===== config.mk =====
export PLATFORM = sky130hd
export DESIGN_NAME = wb_stage_flat
export DESIGN_NICKNAME = d
export VERILOG_FILES = /design/src/mem_pkg.sv /design/src/mem_ifs.sv /design/src/wb_stage.sv /design/src/flat_wrapper.sv
export SDC_FILE = /design/constraint.sdc
export NUM_CORES = 1
export LEC_CHECK = 0
export ABC_AREA = 1
export BUFFER_PORTS_ARGS = -buffer_cell sky130_fd_sc_hd__buf_2
export CAP_MARGIN = 15
export CORE_ASPECT_RATIO = 2
export CORE_MARGIN = 3
export CORE_UTILIZATION = 35
export DETAILED_ROUTE_END_ITERATION = 6
export GPL_ROUTABILITY_DRIVEN = 0
export PLACE_DENSITY = 0.87
export SYNTH_ARGS = -nofsm -noshare
export SYNTH_HDL_FRONTEND = slang
export SYNTH_SLANG_ARGS = --single-unit

===== constraint.sdc =====
create_clock -name vclk -period 0.9
set_input_delay 0.045 -clock vclk [all_inputs]
set_output_delay 0.045 -clock vclk [all_outputs]
set_load 0.1 [all_outputs]

===== src/mem_pkg.sv =====
// shared widths, access encodings and result selects for the memory and writeback stages
package mem_pkg;

	// ------------------------------------------------------------------
	// data path widths
	// ------------------------------------------------------------------

	localparam int data_w     = 32;   // integer data path and address width
	localparam int byte_w     = 8;    // one memory lane
	localparam int half_w     = 16;   // two lanes, a halfword access
	localparam int byte_off_w = 2;    // address bits that pick a byte inside a word
	localparam int lanes      = data_w / byte_w;   // byte lanes per memory word
	localparam int reg_addr_w = 5;    // 32 architectural registers

	// every data word, address and register-file result uses this type
	typedef logic [data_w-1:0] word_t;

	// destination register index, register 0 is hardwired to zero in the register file
	typedef logic [reg_addr_w-1:0] reg_addr_t;

	// one write strobe per byte lane, bit 0 is the lane at the lowest address
	typedef logic [lanes-1:0] byte_en_t;

	// byte offset of an access inside its word
	typedef logic [byte_off_w-1:0] byte_off_t;

	// ------------------------------------------------------------------
	// access type of a load or store
	// ------------------------------------------------------------------

	// the u variants zero-extend a load, the others sign-extend it
	// stores only look at the width and treat acc_bu like acc_b
	typedef enum logic [2:0] {
		acc_b  = 3'd0,    // signed byte
		acc_bu = 3'd1,    // unsigned byte
		acc_h  = 3'd2,    // signed halfword
		acc_hu = 3'd3,    // unsigned halfword
		acc_w  = 3'd4     // full word, no extension needed
	} access_t;

	// ------------------------------------------------------------------
	// source of the register-file write data
	// ------------------------------------------------------------------

	// zero encoding is the ALU result so a squashed slot writes back a plain zero
	typedef enum logic [1:0] {
		sel_alu  = 2'd0,  // arithmetic or logic result
		sel_load = 2'd1,  // aligned and extended load data
		sel_imm  = 2'd2,  // immediate, as for lui
		sel_pc4  = 2'd3   // return address of a jump and link
	} wb_sel_t;

endpackage


===== src/mem_ifs.sv =====
// bundles between the memory stage, the data memory and the writeback stage inside mem_wb_top

// ----------------------------------------------------------------------
// memory request and read data
// ----------------------------------------------------------------------

// the stage drives a request every cycle, the memory answers one edge later
interface mem_req_if;

	mem_pkg::word_t    addr;      // byte address straight from the ALU
	mem_pkg::word_t    wdata;     // store data already replicated into its lanes
	mem_pkg::byte_en_t byte_en;   // lanes written by a store
	logic              we;        // store this cycle
	logic              re;        // load this cycle
	mem_pkg::word_t    rdata;     // whole word, registered at the edge after re

	// the memory stage only issues requests
	modport stage (
		output addr,
		output wdata,
		output byte_en,
		output we,
		output re
	);

	modport memory (
		input  addr,
		input  wdata,
		input  byte_en,
		input  we,
		input  re,
		output rdata
	);

	// writeback only sees the returned word and picks its lanes itself
	modport reader (
		input rdata
	);

endinterface

// ----------------------------------------------------------------------
// registered writeback bundle
// ----------------------------------------------------------------------

interface wb_bundle_if;

	mem_pkg::word_t     alu_result;   // also holds the access address of a load
	mem_pkg::word_t     imm;
	mem_pkg::word_t     pc4;
	mem_pkg::access_t   access;       // tells writeback how to align and extend
	mem_pkg::wb_sel_t   wb_sel;
	mem_pkg::reg_addr_t rd_addr;
	logic               rd_we;

	modport source (
		output alu_result, imm, pc4, access, wb_sel, rd_addr, rd_we
	);

	modport sink (
		input alu_result, imm, pc4, access, wb_sel, rd_addr, rd_we
	);

endinterface


===== src/wb_stage.sv =====
// writeback stage that aligns and extends load data and selects the register-file result
module wb_stage (
	wb_bundle_if.sink          wb,
	mem_req_if.reader          mem,
	output logic               rd_we,
	output mem_pkg::reg_addr_t rd_addr,
	output mem_pkg::word_t     rd_data
);

	mem_pkg::byte_off_t          off;        // byte offset of the load that fetched rdata
	logic [mem_pkg::byte_w-1:0]  ld_byte;    // addressed byte of the returned word
	logic [mem_pkg::half_w-1:0]  ld_half;    // addressed halfword of the returned word
	mem_pkg::word_t              load_data;  // load result after extension

	// the load address travels in the bundle as the ALU result
	assign off = wb.alu_result[mem_pkg::byte_off_w-1:0];

	// ------------------------------------------------------------------
	// load alignment
	// ------------------------------------------------------------------

	assign ld_byte = mem.rdata[{off, 3'b000} +: mem_pkg::byte_w];
	assign ld_half = mem.rdata[{off[1], 4'b0000} +: mem_pkg::half_w];   // even offsets only

	always_comb begin
		case (wb.access)
			mem_pkg::acc_b: begin
				load_data = {{(mem_pkg::data_w-mem_pkg::byte_w){ld_byte[mem_pkg::byte_w-1]}},
					ld_byte};
			end
			mem_pkg::acc_bu: begin
				load_data = {{(mem_pkg::data_w-mem_pkg::byte_w){1'b0}}, ld_byte};
			end
			mem_pkg::acc_h: begin
				load_data = {{(mem_pkg::data_w-mem_pkg::half_w){ld_half[mem_pkg::half_w-1]}},
					ld_half};
			end
			mem_pkg::acc_hu: begin
				load_data = {{(mem_pkg::data_w-mem_pkg::half_w){1'b0}}, ld_half};
			end
			default: begin
				load_data = mem.rdata;   // word load needs neither shift nor extension
			end
		endcase
	end

	// ------------------------------------------------------------------
	// result select
	// ------------------------------------------------------------------

	always_comb begin
		case (wb.wb_sel)
			mem_pkg::sel_load: rd_data = load_data;
			mem_pkg::sel_imm:  rd_data = wb.imm;
			mem_pkg::sel_pc4:  rd_data = wb.pc4;
			default:           rd_data = wb.alu_result;   // sel_alu and a cleared slot
		endcase
	end

	assign rd_we   = wb.rd_we;     // the register file writes at the next edge
	assign rd_addr = wb.rd_addr;

	// x0 is hardwired to zero, so decode must drop rd_we for it before the memory stage
	a_no_x0_write: assert final (!(rd_we === 1'b1 && rd_addr == '0))
		else $error("register file write to x0 reached writeback");

endmodule


===== src/flat_wrapper.sv =====
// flat-port wrapper written by rule: the top's interface ports become plain ports
module wb_stage_flat 
  (rd_we, rd_addr, rd_data, wb_alu_result, wb_imm, wb_pc4, wb_access, wb_wb_sel, wb_rd_addr, wb_rd_we, mem_rdata);
  wb_bundle_if wb_i ();
  mem_req_if mem_i ();
  output logic rd_we;
  output mem_pkg::reg_addr_t rd_addr;
  output mem_pkg::word_t rd_data;
  input wire logic [$bits(wb_i.alu_result)-1:0] wb_alu_result;
  input wire logic [$bits(wb_i.imm)-1:0] wb_imm;
  input wire logic [$bits(wb_i.pc4)-1:0] wb_pc4;
  input wire logic [$bits(wb_i.access)-1:0] wb_access;
  input wire logic [$bits(wb_i.wb_sel)-1:0] wb_wb_sel;
  input wire logic [$bits(wb_i.rd_addr)-1:0] wb_rd_addr;
  input wire logic [$bits(wb_i.rd_we)-1:0] wb_rd_we;
  input wire logic [$bits(mem_i.rdata)-1:0] mem_rdata;
  assign wb_i.alu_result = wb_alu_result;
  assign wb_i.imm = wb_imm;
  assign wb_i.pc4 = wb_pc4;
  assign wb_i.access = wb_access;
  assign wb_i.wb_sel = wb_wb_sel;
  assign wb_i.rd_addr = wb_rd_addr;
  assign wb_i.rd_we = wb_rd_we;
  assign mem_i.rdata = mem_rdata;
  wb_stage u_core (.wb(wb_i), .mem(mem_i), .rd_we(rd_we), .rd_addr(rd_addr), .rd_data(rd_data));
endmodule

### Word level (Yosys, flattened, before mapping)

Index checks and enable logic that the tools add are counted.

| storage, ports and cells | value |
|---|---|
| word-level logic and storage cells | 11 |
| input bits | 139 |
| register bits | 0 |

| cells by class | value |
|---|---|
| shifts and indexed selects | 2 |
| reductions and logical operators | 1 |
| mux-type cells | 2 |
| equal/unequal tests | 6 |

Operator list:

| kind | number |
|---|---|
| $pmux W32 S4 | 1 |
| $pmux W32 S3 | 1 |
| $shiftx A32 B6 Y16 | 1 |
| $shiftx A32 B6 Y8 | 1 |
| $eq A3 B2 Y1 const B | 2 |
| $eq A2 B2 Y1 const B | 2 |
| $eq A3 B1 Y1 const B | 1 |
| $logic_not A3 Y1 | 1 |
| $eq A2 B1 Y1 const B | 1 |

### Longest topological paths before layout

| depth | value |
|---|---|
| word-level depth | 3 |
| mapped depth | 10 |

### Least setup slack after synthesis

No wires, ideal clock.

| timing path | value |
|---|---|
| path kind | in2out |
| from | input wb_alu_result[0] |
| to | output rd_data[0] |
| stages | 7 |
| arrival time | 1.633 ns |
| path slack | -0.778 ns |
| path through | buf_4 > inv_1 > nor2_1 > nor2_1 > nand2_1 > nand3_1 > nand4_1 |

| between the ends | value |
|---|---|
| cells in the longest elaborated chain, start to end | 3 |

RTL lines:

| item | RTL line | RTL |
|---|---|---|
| from (decl) | flat_wrapper.sv:9 | `input wire logic [$bits(wb_i.alu_result)-1:0] wb_alu_result;` |
| $shiftx A32 B6 Y8 | wb_stage.sv:22 | `assign ld_byte = mem.rdata[{off, 3'b000} +: mem_pkg::byte_w];` |
| $pmux W32 S4 | wb_stage.sv:26 | `case (wb.access)` |
| $pmux W32 S3 * | wb_stage.sv:52 | `case (wb.wb_sel)` |
| to (decl) | flat_wrapper.sv:8 | `output mem_pkg::word_t rd_data;` |

Every way passes the cells marked *; elsewhere a longest branch is shown, timed or not.

### Worst setup path in the final report

| timing path | value |
|---|---|
| from | input wb_wb_sel[1] |
| to | output rd_data[16] |

| between the ends | value |
|---|---|
| cells in the longest elaborated chain, start to end | 2 |

RTL lines:

| item | RTL line | RTL |
|---|---|---|
| from (decl) | flat_wrapper.sv:13 | `input wire logic [$bits(wb_i.wb_sel)-1:0] wb_wb_sel;` |
| $eq A2 B2 Y1 / $eq A2 B1 Y1 (equally long branches) | wb_stage.sv:52 |  |
| $pmux W32 S3 * | wb_stage.sv:52 |  |

Marks and branches as above.

==> results.md <==
- Status: finished with violations
- Failing checks: design-rule violations, negative setup slack
- Count leader, synth: nand2_1
- Top cells by area, synth: nand3_1 28%, nand2_1 28%, inv_1 9.5%
- # DRC: 14
- Setup violators final: 32
- Crit Path Max Fanout: 7
- DR iter-0 viols: 598
- Top post-synthesis cells by count: 141 x nand2_1, 106 x nand3_1, 47 x inv_1
- Most common cell on crit path: buf_12
- Post-synthesis mux area share: 0%
- Fin. Hold Viols: 0
- Die Wd: 57.6 um
- DR top layer: met4
- Routed Antenna Nets: 0
- Synthesized area: 1860 um^2
- Global route overflow: 0
- Post-Route M1 WL: 4280 um
- Total GRT Usage: 38.7%
- Met3 routed WL: 1780 um
- DRT Wirelength: 14600 um
- Top Ports: 177
- CP startpoint kind: input pin
- FFs & Latches: 0
- Static leakage: 2.34 nW
- First-pass GRT wire length: 19000 um
- Final Total Pwr: 0.00400 W
- Setup CP Type: in2out
- Multi-input logic area: 2120 um^2
- XOR/XNOR Fraction of Synth Area: 0%
- Post-synthesis cell type count: 21
- Area leader, netlist: nand3_1
- Initial antenna violation count: 0
- Tmin final: 1.27 ns
- Rel. slew slack: 81.3%
- Largest net degree at the start of global routing: 37
- Drt first pass iters: 7
- CP cell instances: buf_12, nor2_4, inv_6, buf_4, a21oi_1, nand2_1, nand3_4, buf_12
- Pre-CTS setup slack: -0.356 ns
- Vias in the first global route: 3839
- Fill cells: 224
- Synth-to-Final Area Change: 137%
- Fmax: 785 MHz
- Compound-Gate Fraction of Synth Area: 9.53%
- Crit end category: output port
- Wire per inst: 22.2 um
- Yosys Warn Count: 0
- Core Region: 5140 um^2
- Cells after Synth: 412
- CP endpoint: rd_data[16]
- Final period utilization: 142%
- Vias: 4212
- CP peak stage delay: 0.22 ns
- Max Slew Vio Count: 0
- # clk buffers: 0
- Max_cap viols: 0
- Port buffer count: 165
- Sequential Area: 0 um^2
- Final worst slack: -0.374 ns
- Synth Area in Simple Gates: 70.1%
- Worst Setup SP: wb_wb_sel[1]
- Syn nets: 551
- Row Count: 37
- Mean post-synth cell area: 4.52 um^2
- Crit path DAT: 1.23 ns
- Starting Density: 36.3%
- Die height: 109 um
- Full die area: 6290 um^2
- Main combinational cell family by area after synthesis: simple AND/OR/NAND/NOR gates
- PwrDens: 904 nW/um^2
- Peak VDD IR: 914 uV
- Data required time of the critical path: 0.85 ns
- Register area share after synthesis: 0%
- Met2 WL post-DR: 6940 um
- Setup TNS: -9.17 ns
- Synth Area in Adders: 0%
- Nets@finish: 744
- Layout cell share with drive strength beyond 1: 55.9%
- RSZ-0062 raised after global routing: true
- Worst-margin pin slew: 0.278 ns
- N_diodes: 0
- Slowest-stage cell, CP: nor2_4
- Worst Hold Class: in2out
- DP HPWL: 8190 um
- Synth top area share: 28.5%
- Vias per cell: 6.37
[layer usage]
metal | GRT usage, % | vias to the layer above
li1 | - | 1704
met1 | 39.5 | 1861
met2 | 67.1 | 483
met3 | 8.06 | 164
met4 | 28.7 | 0
met5 | 0 | -
[repair_timing]
| action | in CTS | in global routing |
|---|---|---|
| setup buffers | 8 | 3 |
| setup endpoints to repair | 32 | 32 |
| hold buffers | 0 | 0 |
| pin swaps | 32 | 19 |
| resized for setup | 85 | 50 |
| gates cloned | 5 | 0 |
[layout make-up]
class,instances,share of cell area [%]
well taps,58,1.64
repair buffers,225,45.5
repair inverters,1,0.142
inverters,50,4.81
multi-input cells,327,47.9
[worst max-delay path: cells and delay by family]
kind                   cells  cell delay (ns)
AND/OR/NAND/NOR            3             0.47
AO/OA/AOI/OAI              1             0.20
buffers and inverters      4             0.52
[cell usage in the layout, fill, tap and decap left out]
| cell | n |
|---|---|
| buf_8 | 5 |
| inv_4 | 4 |
| nor2_2 | 5 |
| inv_2 | 1 |
| o21ai_1 | 4 |
| nand2_4 | 7 |
| o211ai_1 | 3 |
| o21ai_2 | 6 |
| buf_6 | 15 |
| inv_6 | 2 |
| nand3_2 | 10 |
| o21ai_4 | 2 |
| nand4_1 | 5 |
| nor3_2 | 1 |
| inv_1 | 43 |
| nand3b_1 | 2 |
| buf_12 | 39 |
| inv_8 | 1 |
| a21oi_1 | 10 |
| nand3_4 | 26 |
| o21ai_0 | 1 |
| nand2_2 | 28 |
| a21oi_2 | 8 |
| nor2_1 | 19 |
| nand2_8 | 1 |
| buf_2 | 127 |
| nand3_1 | 72 |
| nor2_4 | 10 |
| nand2_1 | 107 |
| buf_4 | 36 |
| buf_16 | 3 |
[worst min path at each step]
stage / start / end / slack, ns / cells past startpoint
after detailed placement: wb_rd_we / rd_we / 0.09 / 0
after CTS: wb_rd_we / rd_we / 0.09 / 0
final: wb_rd_addr[4] / rd_addr[4] / 0.09 / 0
after global placement: wb_rd_we / rd_we / 0.09 / 0
after global routing: wb_rd_addr[4] / rd_addr[4] / 0.09 / 0
after floorplan: wb_rd_addr[0] / rd_addr[0] / 0.30 / 1
[metrics by stage]
stage	instance area (um^2)	hold WS (ns)	instances	util, %
after detailed placement	3780	0.0907	645	73.6
after global placement	3780	0.0907	645	73.6
after CTS	4210	0.0907	658	81.9
after global routing	4420	0.0902	661	86.0
final	4420	0.0900	661	86.0
after floorplan	2270	0.302	412	-
[logic make-up after synthesis]
kind of cell | after synthesis
AOI/OAI and AO/OA | 34
buffers and inverters | 85
and+or+nand+nor | 293
[where the power goes]
part | total, W | internal [W] | switching (W)
Sequential | 0 | 0 | 0
Clock | 0 | 0 | 0
Combinational | 0.00400 | 0.00149 | 0.00250
Total | 0.00400 | 0.00149 | 0.00250
(Power assumes the default switching activity.)
