**config.mk**
```make
export PLATFORM = sky130hd
export DESIGN_NAME = mem_stage_flat
export DESIGN_NICKNAME = d
export VERILOG_FILES = /design/src/mem_pkg.sv /design/src/mem_ifs.sv /design/src/mem_stage.sv /design/src/flat_wrapper.sv
export SDC_FILE = /design/constraint.sdc
export NUM_CORES = 1
export LEC_CHECK = 0
export BUFFER_PORTS_ARGS = -buffer_cell sky130_fd_sc_hd__buf_4
export CORE_AREA = 2 2 153 155
export CTS_CLUSTER_DIAMETER = 40
export DETAILED_ROUTE_END_ITERATION = 7
export DIE_AREA = 0 0 155 157
export SYNTH_ARGS = -nofsm -noshare
export SYNTH_HDL_FRONTEND = slang
export SYNTH_SLANG_ARGS = --single-unit
```
**constraint.sdc**
```tcl
create_clock -name clk -period 2.8 [get_ports clk]
set_clock_uncertainty 0.15 [all_clocks]
set_input_delay 0 -clock clk [delete_from_list [all_inputs] [get_ports clk]]
set_output_delay 0 -clock clk [all_outputs]
set_load 0.02 [all_outputs]
```
**src/mem_pkg.sv**
```systemverilog
// shared widths, access encodings and result selects for the memory and writeback stages
package mem_pkg;

	// ------------------------------------------------------------------
	// data path widths
	// ------------------------------------------------------------------

	localparam int data_w     = 32;   // integer data path and address width
	localparam int byte_w     = 8;    // one memory lane
	localparam int half_w     = 16;   // two lanes, a halfword access
	localparam int byte_off_w = 2;    // address bits that pick a byte inside a word
	localparam int lanes      = data_w / byte_w;   // byte lanes per memory word
	localparam int reg_addr_w = 5;    // 32 architectural registers

	// every data word, address and register-file result uses this type
	typedef logic [data_w-1:0] word_t;

	// destination register index, register 0 is hardwired to zero in the register file
	typedef logic [reg_addr_w-1:0] reg_addr_t;

	// one write strobe per byte lane, bit 0 is the lane at the lowest address
	typedef logic [lanes-1:0] byte_en_t;

	// byte offset of an access inside its word
	typedef logic [byte_off_w-1:0] byte_off_t;

	// ------------------------------------------------------------------
	// access type of a load or store
	// ------------------------------------------------------------------

	// the u variants zero-extend a load, the others sign-extend it
	// stores only look at the width and treat acc_bu like acc_b
	typedef enum logic [2:0] {
		acc_b  = 3'd0,    // signed byte
		acc_bu = 3'd1,    // unsigned byte
		acc_h  = 3'd2,    // signed halfword
		acc_hu = 3'd3,    // unsigned halfword
		acc_w  = 3'd4     // full word, no extension needed
	} access_t;

	// ------------------------------------------------------------------
	// source of the register-file write data
	// ------------------------------------------------------------------

	// zero encoding is the ALU result so a squashed slot writes back a plain zero
	typedef enum logic [1:0] {
		sel_alu  = 2'd0,  // arithmetic or logic result
		sel_load = 2'd1,  // aligned and extended load data
		sel_imm  = 2'd2,  // immediate, as for lui
		sel_pc4  = 2'd3   // return address of a jump and link
	} wb_sel_t;

endpackage

```
**src/mem_ifs.sv**
```systemverilog
// bundles between the memory stage, the data memory and the writeback stage inside mem_wb_top

// ----------------------------------------------------------------------
// memory request and read data
// ----------------------------------------------------------------------

// the stage drives a request every cycle, the memory answers one edge later
interface mem_req_if;

	mem_pkg::word_t    addr;      // byte address straight from the ALU
	mem_pkg::word_t    wdata;     // store data already replicated into its lanes
	mem_pkg::byte_en_t byte_en;   // lanes written by a store
	logic              we;        // store this cycle
	logic              re;        // load this cycle
	mem_pkg::word_t    rdata;     // whole word, registered at the edge after re

	// the memory stage only issues requests
	modport stage (
		output addr,
		output wdata,
		output byte_en,
		output we,
		output re
	);

	modport memory (
		input  addr,
		input  wdata,
		input  byte_en,
		input  we,
		input  re,
		output rdata
	);

	// writeback only sees the returned word and picks its lanes itself
	modport reader (
		input rdata
	);

endinterface

// ----------------------------------------------------------------------
// registered writeback bundle
// ----------------------------------------------------------------------

interface wb_bundle_if;

	mem_pkg::word_t     alu_result;   // also holds the access address of a load
	mem_pkg::word_t     imm;
	mem_pkg::word_t     pc4;
	mem_pkg::access_t   access;       // tells writeback how to align and extend
	mem_pkg::wb_sel_t   wb_sel;
	mem_pkg::reg_addr_t rd_addr;
	logic               rd_we;

	modport source (
		output alu_result, imm, pc4, access, wb_sel, rd_addr, rd_we
	);

	modport sink (
		input alu_result, imm, pc4, access, wb_sel, rd_addr, rd_we
	);

endinterface

```
**src/mem_stage.sv**
```systemverilog
// memory pipeline stage that issues the data memory request and registers the writeback bundle
module mem_stage (
	input  logic               clk,
	input  logic               arst_n,
	input  logic               enb,          // level, the stage advances at the next edge
	input  logic               kill,         // pulse, squashes the instruction in this slot
	input  mem_pkg::word_t     cache_limit,  // addresses above this one are cacheable
	input  mem_pkg::word_t     alu_result,
	input  mem_pkg::word_t     wdata,
	input  mem_pkg::word_t     imm,
	input  mem_pkg::word_t     pc4,
	input  mem_pkg::access_t   access,
	input  mem_pkg::wb_sel_t   wb_sel,
	input  mem_pkg::reg_addr_t rd_addr,
	input  logic               rd_we,
	input  logic               is_load,
	input  logic               is_store,
	input  logic               bypass,       // store data comes from the writeback result
	input  mem_pkg::word_t     wb_result,    // result of the instruction now in writeback
	mem_req_if.stage           req,
	wb_bundle_if.source        wb,
	output logic               cacheable
);

	logic               go;          // a real access may reach the memory this cycle
	mem_pkg::word_t     store_data;  // store data before it is spread over the lanes
	mem_pkg::byte_off_t addr_off;    // byte offset of the access inside its word

	assign go       = enb && !kill;
	assign addr_off = alu_result[mem_pkg::byte_off_w-1:0];

	// the previous result is still on rd_data, so a dependent store needs no stall
	assign store_data = bypass ? wb_result : wdata;

	// ------------------------------------------------------------------
	// memory request, combinational so that the read returns with the bundle
	// ------------------------------------------------------------------

	assign req.addr = alu_result;           // the memory drops the offset bits itself
	assign req.re   = is_load && go;        // a held or squashed slot never touches memory
	assign req.we   = is_store && go;

	// narrow stores copy their data into every lane and let the strobes pick one
	always_comb begin
		case (access)
			mem_pkg::acc_b, mem_pkg::acc_bu: begin
				req.wdata   = {mem_pkg::lanes{store_data[mem_pkg::byte_w-1:0]}};
				req.byte_en = mem_pkg::byte_en_t'(4'b0001 << addr_off);
			end
			mem_pkg::acc_h, mem_pkg::acc_hu: begin
				req.wdata   = {2{store_data[mem_pkg::half_w-1:0]}};
				req.byte_en = mem_pkg::byte_en_t'(4'b0011 << {addr_off[1], 1'b0});
			end
			default: begin
				req.wdata   = store_data;   // word store uses all four lanes
				req.byte_en = '1;
			end
		endcase
	end

	// ------------------------------------------------------------------
	// writeback bundle and cacheable flag
	// ------------------------------------------------------------------

	// kill clears the slot even while the stage is stalled
	always_ff @(posedge clk or negedge arst_n) begin
		if (!arst_n) begin
			wb.alu_result <= '0;
			wb.imm        <= '0;
			wb.pc4        <= '0;
			wb.access     <= mem_pkg::acc_b;
			wb.wb_sel     <= mem_pkg::sel_alu;
			wb.rd_addr    <= '0;
			wb.rd_we      <= 1'b0;
			cacheable     <= 1'b0;
		end else if (kill) begin
			wb.alu_result <= '0;
			wb.imm        <= '0;
			wb.pc4        <= '0;
			wb.access     <= mem_pkg::acc_b;
			wb.wb_sel     <= mem_pkg::sel_alu;  // a squashed slot writes back zero
			wb.rd_addr    <= '0;
			wb.rd_we      <= 1'b0;
			cacheable     <= 1'b0;
		end else if (enb) begin
			wb.alu_result <= alu_result;
			wb.imm        <= imm;
			wb.pc4        <= pc4;
			wb.access     <= access;
			wb.wb_sel     <= wb_sel;
			wb.rd_addr    <= rd_addr;
			wb.rd_we      <= rd_we;
			cacheable     <= alu_result > cache_limit;  // strictly above the boundary
		end
	end

	// there is no misaligned trap, so the memory would silently access the wrong lanes
	a_half_aligned: assert property (@(posedge clk) disable iff (!arst_n)
		(req.re || req.we) && (access inside {mem_pkg::acc_h, mem_pkg::acc_hu})
		|-> !addr_off[0])
		else $error("misaligned halfword access at %h", alu_result);

	a_word_aligned: assert property (@(posedge clk) disable iff (!arst_n)
		(req.re || req.we) && (access == mem_pkg::acc_w) |-> (addr_off == '0))
		else $error("misaligned word access at %h", alu_result);

	// decode never marks one instruction as both
	a_load_xor_store: assert property (@(posedge clk) disable iff (!arst_n)
		!(is_load && is_store))
		else $error("load and store flagged in the same slot");

endmodule

```
**src/flat_wrapper.sv**
```systemverilog
// flat-port wrapper written by rule: the top's interface ports become plain ports
module mem_stage_flat 
  (clk, arst_n, enb, kill, cache_limit, alu_result, wdata, imm, pc4, access, wb_sel, rd_addr, rd_we, is_load, is_store, bypass, wb_result, cacheable, req_addr, req_wdata, req_byte_en, req_we, req_re, wb_alu_result, wb_imm, wb_pc4, wb_access, wb_wb_sel, wb_rd_addr, wb_rd_we);
  mem_req_if req_i ();
  wb_bundle_if wb_i ();
  input  logic clk;
  input  logic arst_n;
  input  logic enb;
  input  logic kill;
  input  mem_pkg::word_t cache_limit;
  input  mem_pkg::word_t alu_result;
  input  mem_pkg::word_t wdata;
  input  mem_pkg::word_t imm;
  input  mem_pkg::word_t pc4;
  input  mem_pkg::access_t access;
  input  mem_pkg::wb_sel_t wb_sel;
  input  mem_pkg::reg_addr_t rd_addr;
  input  logic rd_we;
  input  logic is_load;
  input  logic is_store;
  input  logic bypass;
  input  mem_pkg::word_t wb_result;
  output logic cacheable;
  output wire logic [$bits(req_i.addr)-1:0] req_addr;
  output wire logic [$bits(req_i.wdata)-1:0] req_wdata;
  output wire logic [$bits(req_i.byte_en)-1:0] req_byte_en;
  output wire logic [$bits(req_i.we)-1:0] req_we;
  output wire logic [$bits(req_i.re)-1:0] req_re;
  output wire logic [$bits(wb_i.alu_result)-1:0] wb_alu_result;
  output wire logic [$bits(wb_i.imm)-1:0] wb_imm;
  output wire logic [$bits(wb_i.pc4)-1:0] wb_pc4;
  output wire logic [$bits(wb_i.access)-1:0] wb_access;
  output wire logic [$bits(wb_i.wb_sel)-1:0] wb_wb_sel;
  output wire logic [$bits(wb_i.rd_addr)-1:0] wb_rd_addr;
  output wire logic [$bits(wb_i.rd_we)-1:0] wb_rd_we;
  assign req_addr = req_i.addr;
  assign req_wdata = req_i.wdata;
  assign req_byte_en = req_i.byte_en;
  assign req_we = req_i.we;
  assign req_re = req_i.re;
  assign wb_alu_result = wb_i.alu_result;
  assign wb_imm = wb_i.imm;
  assign wb_pc4 = wb_i.pc4;
  assign wb_access = wb_i.access;
  assign wb_wb_sel = wb_i.wb_sel;
  assign wb_rd_addr = wb_i.rd_addr;
  assign wb_rd_we = wb_i.rd_we;
  mem_stage u_core (.clk(clk), .arst_n(arst_n), .enb(enb), .kill(kill), .cache_limit(cache_limit), .alu_result(alu_result), .wdata(wdata), .imm(imm), .pc4(pc4), .access(access), .wb_sel(wb_sel), .rd_addr(rd_addr), .rd_we(rd_we), .is_load(is_load), .is_store(is_store), .bypass(bypass), .wb_result(wb_result), .req(req_i), .wb(wb_i), .cacheable(cacheable));
endmodule
```
Word level (Yosys, flattened, before mapping). Cells that the tools add are included. W data, S select, Z words.

Output and inout port bits: 178. Logic and storage cells: 41. Register bits after elaboration: 108. Input port bits: 210.

Reductions and logical operators: 8. Muxes and demuxes: 19. Magnitude comparators: 1. Equal/unequal tests: 3. Shifts and indexed selects: 2.

Operator list (number): $mux W32 (7); $pmux W32 S2 (1); $gt A32 B32 Y1 (1); $mux W5 (2); $pmux W4 S2 (1); $eq A3 B2 Y1 const B (2); $mux W3 (2); $mux W1 (4); $mux W2 (2); $reduce_or A2 Y1 (2); $shl A1 B2 Y4 const A (1); $shl A2 B2 Y4 const A (1); $eq A3 B1 Y1 const B (1); $logic_and A1 B1 Y1 (3); $logic_not A3 Y1 (1); $reduce_bool A2 Y1 (1); $logic_not A1 Y1 (1).

Longest topological paths before layout.
Depth in word-level cells: 3. Depth in mapped cells: 7. Mapped depth without buffers: 7.

Least setup slack after synthesis. Ideal clock, no wire load.

Path kind: in2reg. Start: input port cache_limit[14]. End: register u_core.cacheable. Path buffers: 0. Stages on the path: 7. Data arrival time: 1.201 ns. Setup slack: 1.316 ns. Cells stage by stage: inv_1 -> ha_1 -> a21oi_2 -> nand2_1 -> a221o_1 -> o311ai_1 -> nand3_1.

Word-level cells in the longest chain between the ends: 3.

RTL lines: start, declared (RTL line flat_wrapper.sv:10) `input mem_pkg::word_t cache_limit;`; $gt A32 B32 Y1 (RTL line mem_stage.sv:93) `cacheable <= alu_result > cache_limit;`; $mux W1 (RTL line mem_stage.sv:85) `end else if (enb) begin`; $mux W1 (RTL line mem_stage.sv:76) `end else if (kill) begin`; end signal, assigned (RTL line mem_stage.sv:93); end, declared (RTL line mem_stage.sv:22) `output logic cacheable`.

No other way between the ends. The select of a mux whose other input is x is not followed. A chain may end at the register's enable or synchronous reset.

Final worst setup path.
Start: input port alu_result[31]. End: register u_core.cacheable.

Word-level cells in the longest chain between the ends: 3.

RTL lines: start, declared (RTL line flat_wrapper.sv:11) `input mem_pkg::word_t alu_result;`; $gt A32 B32 Y1 (RTL line mem_stage.sv:93); $mux W1 (RTL line mem_stage.sv:85); $mux W1 (RTL line mem_stage.sv:76).

No other way between the ends. The select of a mux whose other input is x is not followed.

==> summary.md <==
| Metric | Value |
|---|---|
| Outcome | complete, but fails checks |
| Failing checks | hold timing |
| Dpl cell area | 0.009059 sq mm |
| Seq/Total Area, Yosys | 43.88% |
| Clk_lat worst skew | 0.36 ns |
| Final worst path period share | 71.71% |
| DIE WIDTH | 155 microns |
| Final WL | 22.17 mm |
| Die Ht | 157 microns |
| Num rows | 55 |
| Clock Path Buffers | 2 |
| CTS H-Tree Depth | 3 |
| Final setup fails | 0 |
| Delay-heaviest family, CP | simple AND/OR/NAND/NOR gates |
| CP Data Arrival Time | 2.09 ns |
| Critical-path top delay cell | dlygate4sd3_1 |
| Crit. End Element | register |
| Initial antenna violation count | 0 |
| Largest net degree at the start of global routing | 59 |
| Hold Crit Start | kill |
| Vias in the first global route | 6280 |
| Final ANT Viol Nets | 0 |
| First-pass GRT wire length | 33.56 mm |
| Total negative setup slack | 0 ns |
| Layout overhead on the synthesized area | 70.66% |
| Via count | 6046 |
| Initial Utilization | 27.37% |
| Combinational share of power | 31.0% |
| Root Driver | clkbuf_16 |
| Slew Limit Fails | 0 |
| Switching part of the total | 32.07% |
| Synth Register Bits | 108 |
| Mapped Nets | 856 |
| Cts repair resizes | 0 |
| Net Sw Power | 1401 uW |
| CP cell instances | dlygate4sd3_1 > buf_4 > ha_1 > nand4_1 > nor4_1 > a21oi_1 > o311ai_1 > nand3_1 |
| Worst r2r src | u_core.wb.pc4[8] |
| Total GRT Usage | 17.28% |
| Cell Int Power | 2967 uW |
| Core area | 0.02250 sq mm |
| Post-route DRC | 0 |
| Synthesized area | 0.006158 sq mm |
| Syn avg cell area | 10.03 sq um |
| Detailed Routing Iterations Pass 1 | 4 |
| Clock power share | 30.1% |
| Slew headroom | 49.67% |
| DIE AREA | 0.02434 sq mm |
| Cts bufs inserted | 9 |
| RSZ-0062 raised after global routing | false |
| Vias per inst | 4.472 |
| Slew of the pin with the lowest slew margin | 0.7549 ns |
| Clock sink count | 108 |
| Clk pin slew, worst setup/hold paths | 0.08 ns |
| Max incr delay on CP | 0.54 ns |
| CTS tree | done |
| Hpwl dp | 15.99 mm |
| Final min period | 2.008 ns |
| Avg WL per Cell | 16.40 microns |
| Hold Fails Final Rpt | 4 |
| Worst setup SP type | input pin |
| Most frequent cells in the layout | buf_4 (388), nor2_1 (136), mux2i_1 (131), dlygate4sd3_1 (115), dfrtp_1 (108) |
| Gpl congestion | 0.7848 |
| Crit-path max FO | 4 |
| Commonest non-fill, non-tap cell in the layout | buf_4 |
| DRT iter0 DRCs | 177 |
| LEAKAGE | 0.005696 uW |
| Diode count | 0 |
| GRT overflow | 0 |
| Buf+Inv Stages, Crit Path | 2 |
| WHS | -0.006805 ns |
| I/O Buffers | 387 |
| Fmax | 0.4980 GHz |
| Ratio of cells with drive above 1 in the final layout | 39.08% |
| # nets final | 1304 |
| Max Cap Viol | 0 |
| Mapped Cells | 614 |
| Post-CTS repair timing setup buffer count | 0 |
| CP Class | input pin to register |
| Pwr Density | 415.6 mW/mm^2 |
| Fin area | 0.01051 sq mm |
| Seq pwr share | 38.9% |
| Synth Warn # | 0 |
| Worst min path class | input pin to register |
| Worst vdd ir | 0.2545 mV |
| Worst Setup SP | alu_result[31] |
| Post-synth cell types | 32 |
| WP data required | 2.88 ns |
| Ports | 388 |
power groups by stage:
stage                     clock network (uW)  registers [uW]  logic [uW]
after floorplan                            0            1830         518
after global placement                     0            1730        1220
after detailed placement                   0            1730        1230
after CTS                               1360            1700        1360
after global routing                    1420            1710        1460
final                                   1310            1700        1350
cell usage after synthesis:
cell / number / area, sq um
nor3_1: 1 / 5.000
a2111oi_0: 1 / 8.760
buf_8: 1 / 15.01
buf_6: 2 / 22.52
buf_4: 36 / 270.3
nand3_1: 6 / 30.03
o31a_1: 8 / 70.07
o311ai_1: 1 / 8.760
a211oi_1: 1 / 7.510
dfrtp_1: 108 / 2703
buf_2: 13 / 65.06
a21oi_1: 36 / 180.2
a221o_1: 2 / 20.02
o31ai_1: 1 / 7.510
nand4_1: 8 / 50.05
nor4_1: 2 / 12.51
buf_1: 2 / 7.510
inv_1: 35 / 131.4
ha_1: 32 / 400.4
o21ai_0: 10 / 50.05
clkbuf_1: 16 / 60.06
mux2_2: 4 / 45.04
o21bai_1: 2 / 15.01
a21oi_2: 1 / 8.760
o211ai_1: 1 / 7.510
a21o_1: 5 / 37.54
nor2b_1: 1 / 6.260
mux2i_1: 131 / 1311
mux2_4: 4 / 60.06
nor2_1: 136 / 510.5
nand2b_1: 2 / 12.51
nand2_1: 5 / 18.77
cell families (layout without fill, tap and decap cells):
| kind of cell | after synthesis | in the layout | share of synthesized area (%) |
|---|---|---|---|
| compound gates | 69 | 69 | 6.847 |
| fa+ha+maj | 32 | 32 | 6.501 |
| buf+inv | 105 | 558 | 9.285 |
| flops | 108 | 108 | 43.88 |
| mux | 139 | 139 | 23.00 |
| simple gates | 161 | 161 | 10.48 |
path summary, 6_finish.rpt:
check                           slack [ns]  cells past startpoint                 endpoint
min in group asynchronous             0.08                      2        u_core.wb.imm[21]
worst min-delay path                -0.007                      2        u_core.wb.imm[17]
worst max-delay path                  0.79                      8         u_core.cacheable
worst min register to register        0.36                      2         u_core.cacheable
max in group asynchronous             1.64                      3  u_core.wb.alu_result[1]
worst max register to register        1.32                      3         u_core.wb.pc4[8]
timing repair:
action | CTS | global route
setup endpoints to repair | 0 | 0
hold endpoints to repair | 160 | 0
hold buffers | 115 | 0
through the flow:
stage               total power (uW)  setup slack [ns]  std cells  util [%]  hold WS [ns]
finish                          4368            0.7921       1352     46.71     -0.006805
global route                    4588            0.5888       1352     46.71       0.01029
CTS                             4420            0.7964       1352     46.71      0.002609
detailed placement              2953            0.9777       1221     40.26      -0.03703
global placement                2943             1.018       1221     40.26      -0.04071
floorplan                       2350             1.316        614         -       -0.4456
final cells by class:
class / instances / area (sq um)
multi-input cells: 401 / 2884
repair buffers: 507 / 4135
inverters: 35 / 131.4
well taps: 285 / 356.6
flip-flops and latches: 108 / 2703
fillers: 2111 / 11990
clock buffers: 9 / 225.2
clock inverters: 7 / 75.07
registers in the layout, summed over array words and instances, names as in the netlist:
name / flops
u_core.cacheable: 1
u_core.wb.access: 3
u_core.wb.alu_result: 32
u_core.wb.imm: 32
u_core.wb.pc4: 32
u_core.wb.rd_addr: 5
u_core.wb.rd_we: 1
u_core.wb.wb_sel: 2
metal layers:
layer	track usage [%]	routed length, microns	up-vias
li1	-	-	2953
met1	21.77	9337	2863
met2	29.99	11190	205
met3	3.579	1306	25
met4	4.938	340	0
met5	0	0	-
Power figures use the tool's default switching activity.
